File: config.mk
export PLATFORM = sky130hd
export DESIGN_NAME = bbox_setup
export DESIGN_NICKNAME = d
export VERILOG_FILES = /design/src/source/rast_pkg.sv /design/src/source/bbox_setup.sv
export SDC_FILE = /design/constraint.sdc
export NUM_CORES = 1
export LEC_CHECK = 0
export BUFFER_PORTS_ARGS = -buffer_cell sky130_fd_sc_hd__buf_2
export CAP_MARGIN = 20
export CORE_MARGIN = 2
export CORE_UTILIZATION = 53
export CTS_BUF_LIST = sky130_fd_sc_hd__clkbuf_16
export DETAILED_ROUTE_END_ITERATION = 16
export GPL_TIMING_DRIVEN = 0
export PLACE_DENSITY = 0.81
export SLEW_MARGIN = 10
export SYNTH_ARGS = -nofsm -noshare
export SYNTH_HDL_FRONTEND = slang
export SYNTH_SLANG_ARGS = --single-unit
File: constraint.sdc
create_clock -name clk -period 12.3 [get_ports clk]
set_input_delay 2.46 -clock clk [delete_from_list [all_inputs] [get_ports clk]]
set_output_delay 2.46 -clock clk [all_outputs]
set_load 0.03 [all_outputs]
File: src/source/rast_pkg.sv
// Rasterizer shared definitions
// Fixed-point coordinate format, colour channel type, edge function
// type and the sub-sample code used by every pipeline stage
package rast_pkg;

    // Coordinate format, RADIX fraction bits so one pixel is 16 units
    localparam int SIGFIG = 16;
    localparam int RADIX  = 4;

    // Colour channels
    localparam int COLOR_BITS = 8;
    localparam int NUM_COLORS = 3;   // Default channel count at the top

    // Screen-space coordinate
    typedef logic signed [SIGFIG-1:0] coord_t;

    // One colour channel
    typedef logic [COLOR_BITS-1:0] color_t;

    // Edge function value
    // Double width keeps the cross products exact
    typedef logic signed [2*SIGFIG-1:0] edge_t;

    // Sub-sample code c selects a step of 2**(RADIX-c) units
    // 0 is one pixel, 3 is an eighth of a pixel
    typedef logic [1:0] sub_code_t;

endpackage

File: src/source/bbox_setup.sv
// Bounding box setup
// Finds the vertex extremes of the incoming triangle, snaps them to the
// sample grid, clips them to the screen and culls empty boxes. The box is
// held with the triangle and colour until the sample iterator takes it.
`timescale 1ns/10ps

module bbox_setup import rast_pkg::*; #(
    parameter int COLORS = NUM_COLORS
) (
    input  logic      clk,
    input  logic      arst_n,
    input  logic      tri_valid,
    input  coord_t    tri_x [3],
    input  coord_t    tri_y [3],
    input  color_t    tri_color [COLORS],
    input  coord_t    screen_w,
    input  coord_t    screen_h,
    input  sub_code_t sub_sample,
    input  logic      iter_ready,
    output logic      halt,
    output logic      box_valid,
    output coord_t    box_x_min,
    output coord_t    box_x_max,
    output coord_t    box_y_min,
    output coord_t    box_y_max,
    output coord_t    box_tri_x [3],
    output coord_t    box_tri_y [3],
    output color_t    box_color [COLORS]
);

    coord_t step;
    coord_t snap_mask;
    coord_t x_lo, x_hi, y_lo, y_hi;         // Raw vertex extremes
    coord_t x_min_c, x_max_c;
    coord_t y_min_c, y_max_c;
    coord_t scr_w_snap, scr_h_snap;
    logic   culled;
    logic   take;

    assign step      = coord_t'(1 << (RADIX - sub_sample));
    assign snap_mask = ~(step - coord_t'(1));   // Clears sub-step bits

    always_comb begin
        x_lo = tri_x[0];
        x_hi = tri_x[0];
        y_lo = tri_y[0];
        y_hi = tri_y[0];
        for (int i = 1; i < 3; i++) begin
            if (tri_x[i] < x_lo) x_lo = tri_x[i];
            if (tri_x[i] > x_hi) x_hi = tri_x[i];
            if (tri_y[i] < y_lo) y_lo = tri_y[i];
            if (tri_y[i] > y_hi) y_hi = tri_y[i];
        end
    end

    assign scr_w_snap = screen_w & snap_mask;
    assign scr_h_snap = screen_h & snap_mask;

    // Snap down to the grid, then clip to the screen
    always_comb begin
        x_min_c = x_lo & snap_mask;
        x_max_c = x_hi & snap_mask;
        y_min_c = y_lo & snap_mask;
        y_max_c = y_hi & snap_mask;
        if (x_min_c < 0) x_min_c = '0;
        if (y_min_c < 0) y_min_c = '0;
        if (x_max_c > scr_w_snap) x_max_c = scr_w_snap;
        if (y_max_c > scr_h_snap) y_max_c = scr_h_snap;
    end

    assign culled = (x_min_c > x_max_c) || (y_min_c > y_max_c);

    // Held box drains the same cycle it reloads
    assign halt = box_valid && !iter_ready;
    assign take = tri_valid && !halt;

    always_ff @(posedge clk or negedge arst_n) begin
        if (!arst_n) begin
            box_valid <= 1'b0;
        end else if (!halt) begin
            box_valid <= take && !culled;
        end
    end

    always_ff @(posedge clk) begin
        if (take) begin
            box_x_min <= x_min_c;
            box_x_max <= x_max_c;
            box_y_min <= y_min_c;
            box_y_max <= y_max_c;
            box_tri_x <= tri_x;
            box_tri_y <= tri_y;
            box_color <= tri_color;
        end
    end

    // A stalled triangle must wait on the inputs until it is taken
    a_tri_held: assert property (@(posedge clk) disable iff (!arst_n)
        tri_valid && halt |=> tri_valid);

endmodule

==> reports/metrics.csv, run 1 <==
stage,metric,value,unit
routing,WL per Instance,19.3,µm
sta,slew margin rel.,0.324,
routing,antenna-violating nets left,0,
clock_tree,CTS Sinks,183,
clock_tree,Num CTS Buffers,17,
routing,vias per inst,5.77,
clock_tree,clock root cell,clkbuf_16,
pwr,Tot Pwr,2.52,mW
clock_tree,"Reg clk slew, reported paths",0.07,ns
setup_path,r2r setup slk,10.27,ns
pwr,Power Density,175,mW/mm²
logic_synthesis,Post-synth top flop,edfxtp_1,
routing,DRT Pass-1 Iters,7,
setup_path,CP bufs+invs,7,
setup_path,Worst Setup End Kind,flop,
clock_tree,H-tree levels,4,
worst_hold_path,min-delay src,box_valid$_DFFE_PN0N_,
pwr,leakage power,6.80,nW
die,Core Footprint,0.0216,mm²
placement,placed cell area,0.0138,mm²
die,Die Wd,152,µm
grt,first-pass GRT wire length,50700,µm
pwr,"IR drop worst, VDD",0.112,mV
setup_path,R2R cell count,6,
sta,Max Clk Rate,86.1,MHz
setup_path,Worst Path Max Fanout,10,
logic_synthesis,number of synthesized flops with an enable pin,182,
grt,grt ovf,0,
clock_tree,"Setup Fix Bufs, Post-CTS",0,
sta,final setup violation count,0,
sta,RSZ-0062 raised after global routing,false,
setup_path,"Data required, critical path",12.62,ns
outcome,outcome,"finished, final reports clean",
logic_synthesis,asr flop ratio synth,0.00546,
grt,largest net degree at the start of global routing,35,
setup_path,"Slowest-stage cell, CP",nor4_1,
sta,final critical-path required period,11.61,ns
logic_synthesis,post-synthesis cell type count,63,
logic_synthesis,"Seq/Total Area, Yosys",0.474,
logic_synthesis,Post-Synthesis Cell Area,0.0116,mm²
setup_path,CP peak stage delay,0.53,ns
placement,DP HPWL,26400,µm
sta,worst slew pin tran,0.988,ns
setup_path,FF-to-FF Start,box_valid$_DFFE_PN0N_,
routing,post-route DRC violation count,0,
worst_hold_path,worst min path class,flop to flop,
logic_synthesis,Post-Syn Area per Cell,11.2,µm²
final_layout,post-route cell area,0.0144,mm²
clock_tree,TritonCTS clock tree,done,
routing,DR vias,9858,
final_layout,FILL cells,1708,
placement,GPL Wtd Cong,0.926,
setup_path,Setup crit end,box_valid$_DFFE_PN0N_,
die,die height,152,µm
die,IO Pins,344,
sta,final period utilization,0.944,
final_layout,sequential cell area,0.00549,mm²
logic_synthesis,Synth Warn #,0,
setup_path,Critical Path Source,tri_x[47],
clock_tree,later-pin clock latency in the skew report,0.43,ns
grt,vias in the first global route,9776,
logic_synthesis,post-synthesis register bit count,183,
routing,routed wire length,32900,µm
die,effective utilization at floorplan,0.536,
final_layout,Final nets,1727,
final_layout,layout cell share with drive strength beyond 1,0.298,
final_layout,Layout area overhead,24.2,%
clock_tree,hold buffer count at cts,0,
setup_path,CP startpoint kind,input pin,
routing,initial DRC count,794,
logic_synthesis,Cells after Synth,1034,
sta,Final Slew Violations,0,
flow_run,maxcap violations,0,
grt,antenna violations before repair,3,
final_layout,area of the multi-input gates,0.00571,mm²
sta,Final Hold Viols,0,
placement,number of port buffers,339,
setup_path,critical path arrival,11.94,ns
setup_path,instance count on the critical path,41,
setup_path,Top delay family on crit path,compound AO/OA/AOI/OAI gates,
setup_path,Worst Setup Path Type,input pin to flop,
sta,clock skew,0.0123,ns
grt,GRT Overall Usage,0.278,
clock_tree,post-cts resize count,0,
die,row count,54,
final_layout,Final Core Density,0.666,
setup_path,RR Endpoint,box_color[12]$_DFFE_PP_,
clock_tree,Bufs on Longest Clock Path,2,
die,die area,0.0231,mm²
-- layer usage --
metal / global-route usage / up-vias / routed length [µm]
met2: 0.495 / 467 / 16600
li1: - / 4692 / -
met4: 0.0877 / 0 / 801
met5: 0 / - / 0
met1: 0.339 / 4623 / 12900
met3: 0.0588 / 76 / 2690
-- through the flow --
| step | setup WS (ns) | TNS, ns | hold WS, ns | cells |
|---|---|---|---|---|
| floorplan | 1.24 | 0 | 0.694 | 1048 |
| global placement | -1.44 | -259.46 | 0.578 | 1667 |
| detailed placement | 0.264 | 0 | 0.591 | 1673 |
| CTS | 0.686 | 0 | 0.607 | 1705 |
| global route | 0.0157 | 0 | 0.631 | 1706 |
| finish | 0.688 | 0 | 0.618 | 1709 |
-- worst register-to-register path, delay by kind of cell, from the launching register on --
kind / cells / cell delay [ns]
DFF: 1 / 0.42
and+or+nand+nor: 2 / 0.48
buffers and inverters: 4 / 0.84
-- placed cells by master, fill, tap and decap left out, drive strengths merged, types with 9 or more instances in the layout --
| master | count |
|---|---|
| a211oi | 21 |
| o21ai | 26 |
| nand3 | 9 |
| o21a | 12 |
| nand2 | 59 |
| ha | 157 |
| o221a | 10 |
| mux2i | 49 |
| clkbuf | 41 |
| edfxtp | 182 |
| o22ai | 9 |
| conb | 16 |
| a21o | 42 |
| inv | 79 |
| buf | 357 |
| a21oi | 91 |
| nor2 | 97 |
| nor2b | 18 |
| nand4 | 29 |
-- cell families (layout without fill, tap and decap cells) --
kind of cell / after synthesis / in the layout / synth area share
other: 2 / 20 / 0.000648
buffers and inverters: 110 / 487 / 0.0389
adder cells (fa/ha/maj): 157 / 157 / 0.169
flip-flops: 183 / 183 / 0.474
AND/OR/NAND/NOR: 255 / 255 / 0.105
AO/OA/AOI/OAI: 270 / 270 / 0.162
multiplexers: 56 / 56 / 0.0494
XOR/XNOR: 1 / 1 / 0.000756
-- worst min path at each step --
stage	depth (start not counted)	end	slack [ns]
finish	2	box_valid$_DFFE_PN0N_	0.62
detailed placement	2	box_valid$_DFFE_PN0N_	0.59
floorplan	2	box_valid$_DFFE_PN0N_	0.69
global placement	2	box_valid$_DFFE_PN0N_	0.58
CTS	2	box_valid$_DFFE_PN0N_	0.61
global route	2	box_valid$_DFFE_PN0N_	0.63
-- flip-flops by register name, indices dropped and copies added, names as in the netlist --
| name | flops |
|---|---|
| box_y_min | 15 |
| box_x_max | 16 |
| box_valid | 1 |
| box_x_min | 15 |
| box_color | 24 |
| box_y_max | 16 |
| box_tri_y | 48 |
| box_tri_x | 48 |
-- cells in the mapped netlist, drive strengths merged (4+ instances only) --
cell,n,area share
nor2b,18,0.0097
ha,157,0.17
a21o,42,0.027
o21ai,26,0.011
buf,12,0.0071
nand2,59,0.019
nand4,29,0.016
o22a,8,0.0060
o22ai,9,0.0049
mux2,7,0.0071
o221a,10,0.0097
inv,74,0.024
mux2i,49,0.042
a2111oi,6,0.0045
nor2,97,0.031
o211ai,7,0.0045
a221oi,6,0.0045
or2,5,0.0027
nand3,9,0.0039
o211a,6,0.0052
a21oi,91,0.039
a211oi,21,0.018
edfxtp,182,0.47
nor3,7,0.0030
a31oi,4,0.0022
or4,4,0.0026
o21a,12,0.0078
nand2b,8,0.0043
clkbuf,24,0.0078
nor4,4,0.0022
-- power breakdown --
part	internal [mW]	switching (mW)
sequential	0.817	0.0283
clock	0.267	0.264
combinational	0.398	0.745
total	1.48	1.04
-- final cells by class --
cell class	count	area share
plain buffers	36	0.0120
well taps	280	0.0243
clock inverters	15	0.00947
repair buffers	345	0.127
inverters	74	0.0193
flip-flops and latches	183	0.381
multi-input cells	755	0.397
clock buffers	17	0.0295
diodes	4	0.000695
Note: power is estimated with default switching activity, not from simulation.
==> run 2, diff against run 1 <==
--- a/config.mk
+++ b/config.mk
@@ -7,8 +7,10 @@
 export LEC_CHECK = 0
 export BUFFER_PORTS_ARGS = -buffer_cell sky130_fd_sc_hd__buf_2
 export CAP_MARGIN = 20
+export CELL_PAD_IN_SITES_DETAIL_PLACEMENT = 0
+export CELL_PAD_IN_SITES_GLOBAL_PLACEMENT = 1
 export CORE_MARGIN = 2
-export CORE_UTILIZATION = 53
+export CORE_UTILIZATION = 41
 export CTS_BUF_LIST = sky130_fd_sc_hd__clkbuf_16
 export DETAILED_ROUTE_END_ITERATION = 16
 export GPL_TIMING_DRIVEN = 0
==> run 2 against run 1 <==
Hold slack worse by 0.079 ns; register-to-register slack hardly changed; power is 0.12% lower; design area is 0.64% higher; via count is 3.0% lower; combinational power hardly changed; final cell count is 5.5% higher; clock skew is 0.0051 ns lower; highest routed layer unchanged.
==> reports/metrics.csv, run 2 (synthesis results as in run 1) <==
stage,metric,value,unit
final_layout,top flop regs,"box_tri_x x48, box_tri_y x48, box_color x24",
clock_tree,"Setup Fix Bufs, Post-CTS",0,
routing,vias per inst,5.30,
routing,WL per Instance,19.1,µm
die,Die Wd,172,µm
final_layout,Layout area overhead,25.0,%
pwr,leakage power,6.79,nW
clock_tree,later-pin clock latency in the skew report,0.44,ns
pwr,Power Density,174,mW/mm²
setup_path,FF-to-FF Start,box_valid$_DFFE_PN0N_,
setup_path,Worst Setup End Kind,flop,
pwr,"IR drop worst, VDD",0.0890,mV
die,die area,0.0296,mm²
final_layout,FILL cells,2582,
routing,initial DRC count,736,
routing,DR vias,9561,
flow_run,maxcap violations,0,
final_layout,most frequent cells in the layout,"345 x buf_2, 182 x edfxtp_1, 157 x ha_1",
setup_path,RR Endpoint,box_tri_x[44]$_DFFE_PP_,
final_layout,Final nets,1727,
die,IO Pins,344,
setup_path,"Slowest-stage cell, CP",o31ai_1,
clock_tree,"Reg clk slew, reported paths",0.07,ns
setup_path,r2r setup slk,10.26,ns
sta,final setup violation count,0,
grt,busiest grt layer,met2,
setup_path,CP startpoint kind,input pin,
outcome,outcome,"finished, final reports clean",
setup_path,Critical Path Source,tri_y[47],
clock_tree,post-cts resize count,0,
setup_path,Worst Setup Path Type,input pin to flop,
final_layout,"commonest non-fill, non-tap cell in the layout",buf_2,
sta,final period utilization,0.941,
placement,GPL Wtd Cong,0.849,
worst_hold_path,worst min path class,flop to flop,
clock_tree,H-tree levels,4,
die,die height,172,µm
grt,vias in the first global route,9205,
grt,largest net degree at the start of global routing,35,
setup_path,critical path arrival,11.92,ns
clock_tree,clock root cell,clkbuf_16,
sta,Final Slew Violations,0,
placement,placed insts,1771,
die,effective utilization at floorplan,0.417,
sta,RSZ-0062 raised after global routing,false,
sta,worst slew pin tran,1.14,ns
clock_tree,Bufs on Longest Clock Path,2,
routing,routed wire length,34400,µm
placement,DP HPWL,28100,µm
die,row count,61,
grt,GR Util met1,0.291,
grt,met2 Track Usage GR,0.393,
routing,post-route DRC violation count,0,
setup_path,Worst Path Max Fanout,10,
final_layout,layout cell share with drive strength beyond 1,0.296,
grt,GRT Overall Usage,0.228,
sta,Final Hold Viols,0,
die,Core Footprint,0.0278,mm²
routing,antenna-violating nets left,0,
clock_tree,hold buffer count at cts,0,
setup_path,critical path's most frequent cell,ha_1,
routing,DRT Pass-1 Iters,5,
sta,final critical-path required period,11.58,ns
sta,slew margin rel.,0.223,
final_layout,Final Core Density,0.522,
setup_path,"Data required, critical path",12.64,ns
grt,met3 Use GR,0.0380,
clock_tree,CTS Sinks,183,
sta,clock skew,0.00716,ns
grt,grt ovf,0,
sta,Max Clk Rate,86.4,MHz
final_layout,Non-Filler Instances,1803,
clock_tree,Num CTS Buffers,17,
setup_path,CP peak stage delay,0.64,ns
setup_path,Setup crit end,box_valid$_DFFE_PN0N_,
setup_path,R2R cell count,6,
placement,number of port buffers,339,
clock_tree,TritonCTS clock tree,done,
grt,antenna violations before repair,1,
grt,first-pass GRT wire length,50500,µm
==> run 2: power by group <==
part / switching [mW] / internal [mW]
clock: 0.245 / 0.276
combinational: 0.753 / 0.397
sequential: 0.0278 / 0.817
total: 1.03 / 1.49
==> run 2: worst min-delay path by stage <==
stage                          startpoint                    end  slack [ns]  cells after the start
global placement    box_valid$_DFFE_PN0N_  box_valid$_DFFE_PN0N_        0.51                      2
detailed placement  box_valid$_DFFE_PN0N_  box_valid$_DFFE_PN0N_        0.52                      2
global route        box_valid$_DFFE_PN0N_  box_valid$_DFFE_PN0N_        0.56                      2
CTS                 box_valid$_DFFE_PN0N_  box_valid$_DFFE_PN0N_        0.54                      2
floorplan           box_valid$_DFFE_PN0N_  box_valid$_DFFE_PN0N_        0.69                      2
finish              box_valid$_DFFE_PN0N_  box_valid$_DFFE_PN0N_        0.54                      2
==> run 2: final cells by class <==
cell class	count	area, µm²	share of cell area
clock inverter	14	113	0.00777
timing repair buffer	345	1820	0.126
multi-input combinational	755	5710	0.394
clock buffer	17	425	0.0294
buffer	36	174	0.0120
tap	378	473	0.0326
inverter	74	278	0.0192
sequential	183	5490	0.379
antenna	1	2.50	0.000173
==> run 2: per-layer routing <==
| layer | vias to the layer above | share of wire |
|---|---|---|
| met5 | - | 0 |
| met4 | 0 | 0.020 |
| met3 | 43 | 0.053 |
| met2 | 317 | 0.50 |
| met1 | 4513 | 0.43 |
| li1 | 4688 | - |
==> run 2: stage by stage <==
step	TNS [ns]	setup slack (ns)	cell area [µm²]	hold slack [ns]	total power, mW
6_report	0	0.721	14500	0.540	2.52
5_1_grt	0	0.0820	14500	0.561	2.67
4_1_cts	0	0.538	14500	0.537	2.52
3_5_place_dp	0	0.0773	13900	0.521	1.99
3_3_place_gp	-318.64	-1.76	13800	0.514	1.99
2_1_floorplan	0	1.24	11600	0.694	1.66
==> run 2: worst max-delay path: cells and delay by family <==
kind,cells,cell delay (ns)
compound gates,17,4.34
fa+ha+maj,4,1.33
simple gates,10,1.84
mux,1,0.36
buf+inv,7,1.59
==> run 3, diff against run 2 <==
--- a/config.mk
+++ b/config.mk
@@ -10,11 +10,11 @@
 export CELL_PAD_IN_SITES_DETAIL_PLACEMENT = 0
 export CELL_PAD_IN_SITES_GLOBAL_PLACEMENT = 1
 export CORE_MARGIN = 2
-export CORE_UTILIZATION = 41
+export CORE_UTILIZATION = 44
 export CTS_BUF_LIST = sky130_fd_sc_hd__clkbuf_16
 export DETAILED_ROUTE_END_ITERATION = 16
 export GPL_TIMING_DRIVEN = 0
-export PLACE_DENSITY = 0.81
+export PLACE_DENSITY = 0.86
 export SLEW_MARGIN = 10
 export SYNTH_ARGS = -nofsm -noshare
 export SYNTH_HDL_FRONTEND = slang
==> constraint.sdc (replaced) <==
create_clock -name clk -period 14.1 [get_ports clk]
set_input_delay 2.82 -clock clk [delete_from_list [all_inputs] [get_ports clk]]
set_output_delay 2.82 -clock clk [all_outputs]
set_load 0.03 [all_outputs]
==> run 3 against run 2 <==
Sequential power decreased by 13%; critical path depth rose by 2; die area down 6.7%; non-clock buffer count is 1 higher; final cell count down 2.1%; sequential cell count stayed put; design area about the same; sequential share of layout area about the same; critical endpoint unchanged; largest cell class unchanged; highest routed layer is now met5.
==> reports/metrics.csv, run 3 (synthesis results as in run 1) <==
stage,metric,value,unit
grt,first-pass GRT wire length,51100,µm
setup_path,CP startpoint kind,input pin,
clock_tree,clock root cell,clkbuf_16,
sta,Final Slew Violations,0,
placement,GPL Wtd Cong,0.870,
grt,largest net degree at the start of global routing,35,
clock_tree,hold buffer count at cts,0,
worst_hold_path,worst min path class,flop to flop,
grt,vias in the first global route,9667,
routing,WL per Instance,19.0,µm
final_layout,FILL cells,2338,
clock_tree,"Setup Fix Bufs, Post-CTS",0,
setup_path,"Data required, critical path",14.41,ns
final_layout,Final Core Density,0.558,
grt,GRT Overall Usage,0.237,
clock_tree,Num CTS Buffers,17,
routing,post-route DRC violation count,0,
placement,placed cell area,0.0139,mm²
setup_path,Worst Setup Path Type,input pin to flop,
final_layout,most frequent cells in the layout,"345 x buf_2, 182 x edfxtp_1, 157 x ha_1",
outcome,outcome,"finished, final reports clean",
placement,DP HPWL,27100,µm
sta,final setup violation count,0,
clock_tree,post-cts resize count,0,
die,effective utilization at floorplan,0.446,
routing,antenna-violating nets left,0,
worst_hold_path,end of the worst hold path,box_valid$_DFFE_PN0N_,
clock_tree,CTS Sinks,183,
pwr,Power Density,153,mW/mm²
setup_path,r2r setup slk,11.97,ns
final_layout,area of the multi-input gates,0.00571,mm²
setup_path,"Slowest-stage cell, CP",o21ai_1,
sta,clock skew,0.0133,ns
setup_path,Worst Setup End Kind,flop,
sta,worst slew pin tran,0.821,ns
sta,RSZ-0062 raised after global routing,false,
routing,routed wire length,33500,µm
clock_tree,Bufs on Longest Clock Path,2,
placement,number of port buffers,339,
worst_hold_path,min-delay src,box_valid$_DFFE_PN0N_,
setup_path,CP peak stage delay,0.61,ns
setup_path,critical path arrival,12.69,ns
pwr,leakage power,6.82,nW
die,row count,59,
die,Core Footprint,0.0260,mm²
clock_tree,later-pin clock latency in the skew report,0.43,ns
routing,initial DRC count,693,
pwr,"IR drop worst, VDD",0.0891,mV
sta,slew margin rel.,0.438,
final_layout,post-route cell area,0.0145,mm²
clock_tree,TritonCTS clock tree,done,
grt,antenna violations before repair,7,
final_layout,top flop regs,"box_tri_x x48, box_tri_y x48, box_color x24",
sta,final period utilization,0.878,
grt,grt ovf,0,
worst_hold_path,hold depth,2,
final_layout,sequential cell area,0.00549,mm²
sta,final critical-path required period,12.38,ns
sta,Final Hold Viols,0,
die,die height,166,µm
pwr,Tot Pwr,2.21,mW
setup_path,R2R cell count,6,
clock_tree,"Reg clk slew, reported paths",0.08,ns
sta,WHS,0.565,ns
routing,DR vias,9658,
die,die area,0.0277,mm²
final_layout,layout cell share with drive strength beyond 1,0.297,
final_layout,"commonest non-fill, non-tap cell in the layout",buf_2,
die,Die Wd,166,µm
final_layout,Layout area overhead,25.1,%
clock_tree,H-tree levels,4,
routing,DRT Pass-1 Iters,5,
flow_run,maxcap violations,0,
final_layout,Final nets,1728,
setup_path,FF-to-FF Start,box_valid$_DFFE_PN0N_,
die,IO Pins,344,
routing,vias per inst,5.47,
setup_path,Worst Path Max Fanout,10,
sta,Max Clk Rate,80.7,MHz
setup_path,RR Endpoint,box_color[23]$_DFFE_PP_,
## run 3: cell count changes in the layout (fill, tap and decap cells not counted), moves of 2 or more
cell,previous run,this run
clkinv_1,2,0
clkinvlp_4,3,0
diode_2,1,4
clkinv_8,0,5
inv_6,2,5
## run 3: power breakdown
group          total (mW)  leakage, nW  switching (mW)  internal (mW)
clock network       0.475        0.290           0.238          0.237
logic                1.00         4.73           0.654          0.346
registers           0.738         1.79          0.0252          0.713
total                2.21         6.82           0.917           1.30
## run 3: worst max path at each step
stage | start | endpoint | slack, ns
finish | tri_x[47] | box_valid$_DFFE_PN0N_ | 1.72
CTS | tri_x[47] | box_valid$_DFFE_PN0N_ | 1.91
detailed placement | tri_x[47] | box_valid$_DFFE_PN0N_ | 1.46
global route | tri_x[47] | box_valid$_DFFE_PN0N_ | 0.91
floorplan | iter_ready | box_color[0]$_DFFE_PP_ | 2.68
global placement | iter_ready | box_tri_x[27]$_DFFE_PP_ | -0.25
## run 3: metrics by stage
stage,TNS (ns),worst slack [ns],std cells
floorplan,0,2.68,1048
global placement,-42.26,-0.246,1722
detailed placement,0,1.46,1729
finish,0,1.72,1765
global route,0,0.910,1764
CTS,0,1.91,1761
## run 3: cell type report
cell class | instances | share of cell area
flip-flops and latches | 183 | 0.379
well taps | 335 | 0.0289
plain buffers | 36 | 0.0119
clock inverters | 15 | 0.0112
repair buffers | 346 | 0.126
multi-input cells | 755 | 0.394
clock buffers | 17 | 0.0293
inverters | 74 | 0.0192
diodes | 4 | 0.000690
## run 3: critical path: cells and delay by family
kind | cells | cell delay (ns)
buf+inv | 7 | 2.02
simple gates | 10 | 1.97
compound gates | 18 | 4.14
mux | 1 | 0.40
xor+xnor | 1 | 0.14
fa+ha+maj | 4 | 1.19
## run 3: metal layers
layer  track usage  routed length (µm)  vias up
met5             0                  38        -
met4        0.0783                 774        6
met3        0.0484                2260       55
met2         0.408               16300      397
met1         0.299               14100     4489
li1              -                   -     4711
